File: src/logic/cpu_consts.svh
`ifndef CPU_CONSTS_SVH
`define CPU_CONSTS_SVH

// core widths
`define CPU_DATA_W    8   // data bus, accumulator
`define CPU_ADDR_W    13  // program counter, operand address
`define CPU_INSTR_W   16  // opcode plus operand address

// sequencer phase level toggles after this many clocks
`define CPU_PHASE_DIV 4

`endif
File: src/logic/cpu_pkg.sv
`include "cpu_consts.svh"

package cpu_pkg;

  // opcode sits above the operand address in the instruction word
  typedef enum logic [`CPU_INSTR_W-`CPU_ADDR_W-1:0] {
    NOP  = 3'b000,  // no operation
    LDA  = 3'b001,  // acc <= mem[addr]
    STO  = 3'b010,  // mem[addr] <= acc
    ADD  = 3'b011,  // acc <= acc + mem[addr]
    NXOR = 3'b100,  // acc <= ~(acc ^ mem[addr])
    SFT  = 3'b101,  // acc <= rotl(mem[addr])
    SKP  = 3'b110,  // skip next instruction
    JMP  = 3'b111   // pc <= addr
  } opcode_e;

  // eight steps per instruction cycle
  typedef logic [2:0] step_t;

endpackage

File: src/logic/cpu_ctrl_if.sv
`timescale 1ns/1ps

interface cpu_ctrl_if;

  logic               en_inc;  // pc + 1
  logic               ld_pc;   // pc <= operand address
  logic               ld_ir;   // shift read byte into ir
  logic               a_sel;   // 0 pc, 1 operand address
  logic               en_alu;  // capture alu result
  logic               ld_acc;  // acc <= alu result
  cpu_pkg::opcode_e   opcode;  // decoded from ir high bits

  // sequencer drives every strobe, reads opcode back
  modport seq (
    output en_inc, ld_pc, ld_ir, a_sel, en_alu, ld_acc,
    input  opcode
  );

  // pc, ir, address mux
  modport fetch (
    input  en_inc, ld_pc, ld_ir, a_sel,
    output opcode
  );

  // alu result and accumulator
  modport alu (
    input en_alu, ld_acc, opcode
  );

endinterface

File: src/logic/cpu_top.sv
`timescale 1ns/1ps
`include "cpu_consts.svh"

module cpu_top (
  input  logic                   clk,
  input  logic                   rst_n,
  output logic [`CPU_ADDR_W-1:0] mem_addr,   // byte address
  output logic                   mem_rd,     // read, data one cycle later
  output logic                   mem_wr,     // single cycle write
  output logic [`CPU_DATA_W-1:0] mem_wdata,  // accumulator
  input  logic [`CPU_DATA_W-1:0] mem_rdata
);

  // datapath control strobes
  cpu_ctrl_if ctrl_if ();

  // instruction cycle timing and decode
  cpu_sequencer seq_i (
    .clk    (clk),
    .rst_n  (rst_n),
    .ctrl   (ctrl_if.seq),
    .mem_rd (mem_rd),
    .mem_wr (mem_wr)
  );

  // pc, ir, address mux
  cpu_fetch_unit fetch_i (
    .clk       (clk),
    .rst_n     (rst_n),
    .ctrl      (ctrl_if.fetch),
    .mem_rdata (mem_rdata),
    .mem_addr  (mem_addr)
  );

  // alu and accumulator
  cpu_alu_acc alu_i (
    .clk       (clk),
    .rst_n     (rst_n),
    .ctrl      (ctrl_if.alu),
    .mem_rdata (mem_rdata),
    .acc       (mem_wdata)  // acc drives store data
  );

endmodule

File: src/logic/cpu_alu_acc.sv
`timescale 1ns/1ps
`include "cpu_consts.svh"

module cpu_alu_acc (
  input  logic                   clk,
  input  logic                   rst_n,
  cpu_ctrl_if.alu                ctrl,
  input  logic [`CPU_DATA_W-1:0] mem_rdata,  // operand byte in step 6
  output logic [`CPU_DATA_W-1:0] acc         // also the store data
);

  logic [`CPU_DATA_W-1:0] alu_nxt;  // combinational result
  logic [`CPU_DATA_W-1:0] alu_q;    // captured on en_alu

  // result select by opcode
  always_comb begin
    case (ctrl.opcode)
      cpu_pkg::LDA: begin
        alu_nxt = mem_rdata;  // plain load
      end
      cpu_pkg::ADD: begin
        alu_nxt = acc + mem_rdata;  // carry dropped
      end
      cpu_pkg::NXOR: begin
        alu_nxt = ~(acc ^ mem_rdata);
      end
      cpu_pkg::SFT: begin
        // rotate left by one
        alu_nxt = {mem_rdata[`CPU_DATA_W-2:0], mem_rdata[`CPU_DATA_W-1]};
      end
      default: begin
        alu_nxt = acc;  // no acc change
      end
    endcase
  end

  // result register
  always_ff @(posedge clk) begin
    if (ctrl.en_alu) begin
      alu_q <= alu_nxt;
    end
  end

  // accumulator, loads one step after capture
  always_ff @(posedge clk or negedge rst_n) begin
    if (!rst_n) begin
      acc <= '0;
    end else if (ctrl.ld_acc) begin
      acc <= alu_q;
    end
  end

endmodule

File: src/logic/cpu_fetch_unit.sv
`timescale 1ns/1ps
`include "cpu_consts.svh"

module cpu_fetch_unit (
  input  logic                   clk,
  input  logic                   rst_n,
  cpu_ctrl_if.fetch              ctrl,
  input  logic [`CPU_DATA_W-1:0] mem_rdata,  // instruction bytes arrive here
  output logic [`CPU_ADDR_W-1:0] mem_addr
);

  logic [`CPU_ADDR_W-1:0]  pc;         // program counter
  logic [`CPU_INSTR_W-1:0] ir;         // instruction register
  logic [`CPU_ADDR_W-1:0]  opnd_addr;  // operand address field

  // low bits of the instruction hold the address
  assign opnd_addr = ir[`CPU_ADDR_W-1:0];

  // program counter
  always_ff @(posedge clk or negedge rst_n) begin
    if (!rst_n) begin
      pc <= '0;
    end else if (ctrl.ld_pc) begin
      pc <= opnd_addr;  // jump
    end else if (ctrl.en_inc) begin
      pc <= pc + 1'b1;  // fetch bytes, skip
    end
  end

  // instruction register, high byte shifted in first
  always_ff @(posedge clk or negedge rst_n) begin
    if (!rst_n) begin
      ir <= '0;  // decodes as NOP
    end else if (ctrl.ld_ir) begin
      ir <= {ir[`CPU_INSTR_W-`CPU_DATA_W-1:0], mem_rdata};
    end
  end

  // opcode field back to sequencer and alu
  assign ctrl.opcode = cpu_pkg::opcode_e'(ir[`CPU_INSTR_W-1:`CPU_ADDR_W]);

  // address mux
  assign mem_addr = ctrl.a_sel ? opnd_addr : pc;

endmodule

File: src/logic/cpu_sequencer.sv
`timescale 1ns/1ps
`include "cpu_consts.svh"

module cpu_sequencer (
  input  logic       clk,
  input  logic       rst_n,
  cpu_ctrl_if.seq    ctrl,
  output logic       mem_rd,   // fetch or operand read
  output logic       mem_wr    // store strobe
);

  localparam int DIV_W = (`CPU_PHASE_DIV > 1) ? $clog2(`CPU_PHASE_DIV) : 1;

  logic [DIV_W-1:0] div_cnt;   // phase divider count
  logic             phase;     // slow phase level, gates step 0
  cpu_pkg::step_t   step;      // instruction cycle step
  logic             fetch_rd;  // one of the two fetch reads
  logic             alu_op;    // opcode reads an operand
  logic             rd_exec;   // registered operand read

  // phase divider
  always_ff @(posedge clk or negedge rst_n) begin
    if (!rst_n) begin
      div_cnt <= '0;
      phase   <= 1'b0;
    end else if (div_cnt == DIV_W'(`CPU_PHASE_DIV - 1)) begin
      div_cnt <= '0;
      phase   <= ~phase;  // toggle every CPU_PHASE_DIV clocks
    end else begin
      div_cnt <= div_cnt + 1'b1;
    end
  end

  // step counter
  always_ff @(posedge clk or negedge rst_n) begin
    if (!rst_n) begin
      step <= 3'd0;
    end else if (step == 3'd0) begin
      if (phase) begin
        step <= 3'd1;  // leave idle step on high phase
      end
    end else begin
      step <= step + 3'd1;  // 7 wraps to 0
    end
  end

  // operand access group, shares the read and acc load path
  assign alu_op = ctrl.opcode inside {cpu_pkg::LDA, cpu_pkg::ADD,
                                      cpu_pkg::NXOR, cpu_pkg::SFT};

  // fetch reads in the cycle leaving step 0 and in step 1
  assign fetch_rd = ((step == 3'd0) && phase) || (step == 3'd1);

  // decoded in step 4, read goes out in step 5
  always_ff @(posedge clk or negedge rst_n) begin
    if (!rst_n) begin
      rd_exec <= 1'b0;
    end else begin
      rd_exec <= alu_op && (step == 3'd4);
    end
  end

  // decoded in step 6, acc loads in step 7
  always_ff @(posedge clk or negedge rst_n) begin
    if (!rst_n) begin
      ctrl.ld_acc <= 1'b0;
    end else begin
      ctrl.ld_acc <= alu_op && (step == 3'd6);
    end
  end

  // memory strobes
  assign mem_rd = fetch_rd | rd_exec;
  assign mem_wr = (ctrl.opcode == cpu_pkg::STO) && (step == 3'd7);  // acc out on wdata

  // fetch side strobes
  assign ctrl.ld_ir  = (step == 3'd1) || (step == 3'd2);  // byte lands one cycle after rd
  assign ctrl.a_sel  = ~fetch_rd;  // operand address outside fetch

  // pc steps on both fetch reads, SKP adds two more
  assign ctrl.en_inc = fetch_rd ||
                       ((ctrl.opcode == cpu_pkg::SKP) &&
                        ((step == 3'd6) || (step == 3'd7)));

  assign ctrl.ld_pc  = (ctrl.opcode == cpu_pkg::JMP) && (step == 3'd7);

  // operand byte valid in step 6
  assign ctrl.en_alu = alu_op && (step == 3'd6);

endmodule

File: config.mk
export PLATFORM = sky130hd
export DESIGN_NAME = cpu_top
export DESIGN_NICKNAME = d
export VERILOG_FILES = /design/src/logic/cpu_pkg.sv /design/src/logic/cpu_ctrl_if.sv /design/src/logic/cpu_top.sv /design/src/logic/cpu_alu_acc.sv /design/src/logic/cpu_fetch_unit.sv /design/src/logic/cpu_sequencer.sv
export VERILOG_INCLUDE_DIRS = /design/src /design/src/logic
export SDC_FILE = /design/constraint.sdc
export NUM_CORES = 1
export LEC_CHECK = 0
export BUFFER_PORTS_ARGS = -buffer_cell sky130_fd_sc_hd__buf_2
export CORE_ASPECT_RATIO = 0.9
export CORE_MARGIN = 3
export CORE_UTILIZATION = 45
export CTS_BUF_LIST = sky130_fd_sc_hd__clkbuf_4
export DETAILED_ROUTE_END_ITERATION = 12
export GPL_TIMING_DRIVEN = 0
export PLACE_DENSITY = 0.64
export SLEW_MARGIN = 20
export SYNTH_ARGS = -nofsm -noshare
export SYNTH_HDL_FRONTEND = slang
export SYNTH_SLANG_ARGS = --single-unit
File: constraint.sdc
create_clock -name clk -period 3.1 [get_ports clk]
set_clock_uncertainty 0.2 [all_clocks]
set_input_delay 0.465 -clock clk [delete_from_list [all_inputs] [get_ports clk]]
set_output_delay 0.465 -clock clk [all_outputs]
set_load 0.02 [all_outputs]
* After elaboration in Yosys (flattened, before gate mapping) *
Cells that the tools add are included.

word-level totals
  flip-flop bits (word level) = 53
  latch bits = 0
  bits in writable memories = 0
  memory bits (read-only) = 0
  input bits = 10
  word-level logic and storage cells = 51
  memories kept = 0

operators by class
  $add $sub $neg = 4
  $mul = 0
  div/mod/pow operators = 0
  $lt $le $gt $ge = 0
  equality and inequality tests = 14
  shift operators = 0
  multiplexer cells = 7
  bitwise logic cells = 4
  reduce and logical (&&, ||, !) cells = 13

operators by type and width
  cell                     number
  $mux W13                 3
  $pmux W8 S4              1
  $eq A3 B3 Y1 const B     7
  $add A13 B1 Y13 const B  1
  $eq A3 B2 Y1 const B     3
  $add A8 B8 Y8            1
  $not A8 Y8               1
  $xor A8 B8 Y8            1
  $eq A3 B1 Y1 const B     2
  $logic_and A1 B1 Y1      6
  $mux W3                  2
  $logic_or A1 B1 Y1       4
  $reduce_bool A4 Y1       1
  $add A3 B1 Y3 const B    1
  $logic_not A3 Y1         1
  $add A2 B1 Y2 const B    1
  $eq A2 B2 Y1 const B     1
  $mux W2                  1
  $ne A2 B1 Y1 const B     1
  $reduce_bool A2 Y1       1
  $not A1 Y1               1
  $or A1 B1 Y1             1

* Depth between registers and ports, before layout *
  depth after elaboration = 6
  mapped depth = 8
  depth with buffers taken out = 8

* Hierarchy *
A second synthesis with hierarchy kept.

unflattened totals
  cells, all modules = 317
  area total of the unflattened synthesis = 3243.1 um^2

modules (own cells, without submodules)
  module          times used  cells each  area an instance (um^2)
  cpu_fetch_unit  1           142         1556.5
  cpu_alu_acc     1           133         1243.7
  cpu_sequencer   1           42          442.9

* Least setup slack after synthesis *
Ideal clock, no wire load.

  kind = reg2out
  start = register seq_i.step[0]
  end = output mem_addr[10]
  arrival = 1.641 ns
  data required time = 2.435 ns
  path slack = 0.794 ns
  stages on the path, launching flop included = 7
  buffers on the path = 1
  cell sequence = dfrtp_1 inv_1 ha_1 a21oi_1 nor2_1 buf_2 mux2_2

between the ends
  longest elaborated chain between the ends = 4
  elaborated cells between the ends (all ways) = 5

RTL lines
  element                   line                  RTL
  start: declaration        cpu_sequencer.sv:16   cpu_pkg::step_t step;
  start signal: assignment  cpu_sequencer.sv:43   step <= step + 3'd1;
  $logic_not A3 Y1          cpu_sequencer.sv:52   assign fetch_rd = ((step == 3'd0) && phase) || (step == 3'd1);
  $logic_and A1 B1 Y1       cpu_sequencer.sv:52
  $logic_or A1 B1 Y1 *      cpu_sequencer.sv:52
  $mux W13 *                cpu_fetch_unit.sv:43  assign mem_addr = ctrl.a_sel ? opnd_addr : pc;
  end: declaration          cpu_top.sv:7          output logic [`CPU_ADDR_W-1:0] mem_addr,

Every way passes the cells marked *; elsewhere a longest branch is shown, timed or not.

* Final worst setup path *
  start = register seq_i.step[0]
  end = output mem_rd

between the ends
  longest elaborated chain between the ends = 4
  elaborated cells between the ends (all ways) = 5

RTL lines
  element               line                 RTL
  $logic_not A3 Y1      cpu_sequencer.sv:52
  $logic_and A1 B1 Y1   cpu_sequencer.sv:52
  $logic_or A1 B1 Y1 *  cpu_sequencer.sv:52
  $or A1 B1 Y1 *        cpu_sequencer.sv:73  assign mem_rd = fetch_rd | rd_exec;
  end: declaration      cpu_top.sv:8         output logic mem_rd,

Marks and branches as above.

==> flow_summary.json <==
{
  "stdcell_area_mm2": 0.003482,
  "reg2reg_from": "fetch_i.ir[13]$_DFFE_PN0P_",
  "synth_edf_count": 8,
  "cp_max_fo": 10,
  "portBuffers": 32,
  "dp_hpwl_mm": 5.165,
  "grt_max_degree": 46,
  "drtPass1Iterations": 4,
  "swShare_pct": 31.99,
  "syn-num-nets": 322,
  "worstHoldEndpoint": "fetch_i.ir[3]$_DFFE_PN0P_",
  "hp-start": "mem_rdata[3]",
  "core_mm2": 0.006385,
  "postSynthCellCount": 297,
  "grt_pass1_vias": 2293,
  "worstPathArrival_ps": 2160,
  "p_comb_share_pct": 25.5,
  "hp-class": "in2reg",
  "vdd_drop_max_mv": 0.2775,
  "synth_seq_cells": 53,
  "via_count": 2393,
  "gr-total-overflow": 0,
  "fin_crit_ps": 2827,
  "synth_cell_types": 42,
  "setup_violations": 0,
  "pwr_density_cell_mw_per_mm2": 533.3,
  "area_delta_synth_final_pct": 13.13,
  "die_h_um": 84.46,
  "die_w_um": 93.18,
  "synth_top_flop_cell": "dfrtp_1",
  "htree_levels": 2,
  "final_antenna_net_count": 0,
  "drive_gt1_share_pct": 26.47,
  "grt_antenna_before_repair": 0,
  "timing.rr.end": "alu_i.alu_q[5]$_DFFE_PP_",
  "switching_power_uw": 594.0,
  "cts-root-buf": "clkbuf_4",
  "yosysTopAreaCellShare_pct": 36.59,
  "vias_per_cell": 5.604,
  "timing.hold.ws_ps": 171.8,
  "maxCapViolCount": 0,
  "synth_top_cell_by_area": "dfrtp_1",
  "synth.most_common_cell": "dfrtp_1",
  "cts.sinks": 53,
  "tns_ps": 0,
  "yosysSeqAreaShare_pct": 44.39,
  "yosysWarnings": 0,
  "synth_area_leaders": "dfrtp_1, mux2_2, edfxtp_1",
  "clkLatencyLatePin_ps": 380,
  "rows": 27,
  "num-nets-final": 364,
  "rrSetupSlack_ps": 540,
  "drt_drc_violations_left": 0,
  "synthTopCellsByCount": "dfrtp_1, mux2_2, a21oi_1, nor2_1, o21ai_0",
  "synth-async-reset-ratio_pct": 84.91,
  "design.portCount": 33,
  "worstSetupEndpointType": "output pin",
  "max-slew-margin-rel_pct": 60.61,
  "clkPwrFrac_pct": 25.6,
  "max_clock_freq_ghz": 0.3537,
  "clk_pin_slew_ps": 170,
  "p_int_mw": 1.263,
  "required_ps": 2430,
  "drtIter0Drc": 134,
  "synth.avg_cell_area_um2": 10.36,
  "cts_max_path_buffers": 2,
  "diodes": 0,
  "path_class": "reg2out",
  "dpl_cell_area_mm2": 0.003347,
  "power.total_mw": 1.857,
  "track_usage_pct": 19.18,
  "dieArea_mm2": 0.007870,
  "wire_per_inst_um": 16.60,
  "power.static_leakage_nw": 1.511,
  "synth_area_mm2": 0.003078,
  "initial_core_util_pct": 48.21,
  "ff2ff_path_depth": 5,
  "fin_util_pct": 54.54,
  "worst_slew_pin_slew_ps": 590.9,
  "period_share_pct": 91.20,
  "worstHoldPathCells": 2,
  "cts_buffers": 5,
  "nFillCells": 596,
  "seq_power_share_pct": 48.9,
  "routed_wirelength_mm": 7.088,
  "drv_slew": 0,
  "cts_tree": "yes",
  "place.gp.congestion": 0.8498,
  "grt_first_pass_wirelength_mm": 11.96,
  "rsz0062_at_grt": "false",
  "outcome": "complete, no violations",
  "final_hold_viol_count": 0,
  "start_kind": "flop"
}
[logic make-up (layout without fill, tap and decap cells)]
family / count (synthesis) / after routing / share of synthesized area (%)
muxes: 40 / 40 / 14.47
and+or+nand+nor: 77 / 77 / 12.68
AOI/OAI and AO/OA: 73 / 73 / 14.43
adders and majority gates: 15 / 15 / 6.342
xor gates and xnor gates: 15 / 15 / 4.268
buffers and inverters: 24 / 67 / 3.415
DFF: 53 / 53 / 44.39
[sequential cells by signal, summed over array words and instances, names as in the netlist]
register and cells:
seq_i.rd_exec 1, alu_i.acc 8, alu_i.alu_q 8, seq_i.div_cnt 2, fetch_i.pc 13, seq_i.ctrl.ld_acc 1
seq_i.step 3, seq_i.phase 1, fetch_i.ir 16
[metal layers]
metal,part of all wire (%),track usage (%),up-vias
met2,44,27.47,51
met4,1.1,4.261,0
met5,0,0,-
met1,50,30.01,1178
met3,4.6,3.405,7
li1,-,-,1157
[how the worst max path moves through the flow]
stage	start	to	slack, ps
6_report	seq_i.step[0]$_DFFE_PN0P_	mem_rd	270
5_1_grt	seq_i.step[1]$_DFFE_PN0P_	mem_addr[3]	150
4_1_cts	seq_i.step[0]$_DFFE_PN0P_	mem_addr[10]	70
3_5_place_dp	seq_i.step[0]$_DFFE_PN0P_	mem_addr[10]	390
3_3_place_gp	seq_i.step[0]$_DFFE_PN0P_	mem_addr[7]	430
2_1_floorplan	seq_i.step[0]$_DFFE_PN0P_	mem_addr[10]	790
[critical path, cell delays in order, from the launching register on]
cell	delay (ps)
dfrtp_1	460
inv_1	90
ha_1	220
a21oi_1	250
nor2_2	90
clkbuf_4	220
or2_2	300
buf_2	160
[power groups by stage]
| stage | Clock, mW | Combinational (mW) | Sequential [mW] |
|---|---|---|---|
| 2_1_floorplan | 0 | 0.327 | 0.918 |
| 5_1_grt | 0.518 | 0.533 | 0.927 |
| 4_1_cts | 0.487 | 0.473 | 0.907 |
| 6_report | 0.476 | 0.473 | 0.908 |
| 3_5_place_dp | 0 | 0.471 | 0.921 |
| 3_3_place_gp | 0 | 0.459 | 0.915 |
[cell type report]
cell class	count	area, um^2	share of cell area, %
multi-input cells	220	1609	46.21
flip-flops and latches	53	1366	39.24
repair buffers	35	187.7	5.390
well taps	87	108.9	3.126
plain buffers	15	73.82	2.120
clock inverters	3	65.06	1.868
clock buffers	5	37.54	1.078
inverters	9	33.78	0.9702
[per-stage QoR]
| step | cells | worst slack [ps] |
|---|---|---|
| after floorplan | 297 | 793.6 |
| after global routing | 427 | 145.6 |
| final | 427 | 272.8 |
| after global placement | 416 | 425.5 |
| after detailed placement | 416 | 394.2 |
| after CTS | 424 | 73.05 |
[cell usage in the layout, fill, tap and decap left out, types with 6 or more instances in the layout]
master / instances
a21oi_1: 28
and3_1: 7
buf_2: 36
clkbuf_1: 8
clkbuf_4: 6
dfrtp_1: 45
edfxtp_1: 8
ha_1: 14
inv_1: 9
mux2_2: 36
nand2_1: 14
nand4_1: 7
nor2_1: 23
o21ai_0: 20
xor2_1: 12
[repair_timing]
| item | CTS | global route |
|---|---|---|
| endpoints found under the hold margin | 0 | 45 |
| hold buffers | 0 | 1 |
| endpoints found under the setup margin | 9 | 9 |
| pin swaps | 0 | 1 |
| buffers inserted | 0 | 2 |
| resized for setup | 1 | 1 |
Power figures use the tool's default switching activity.
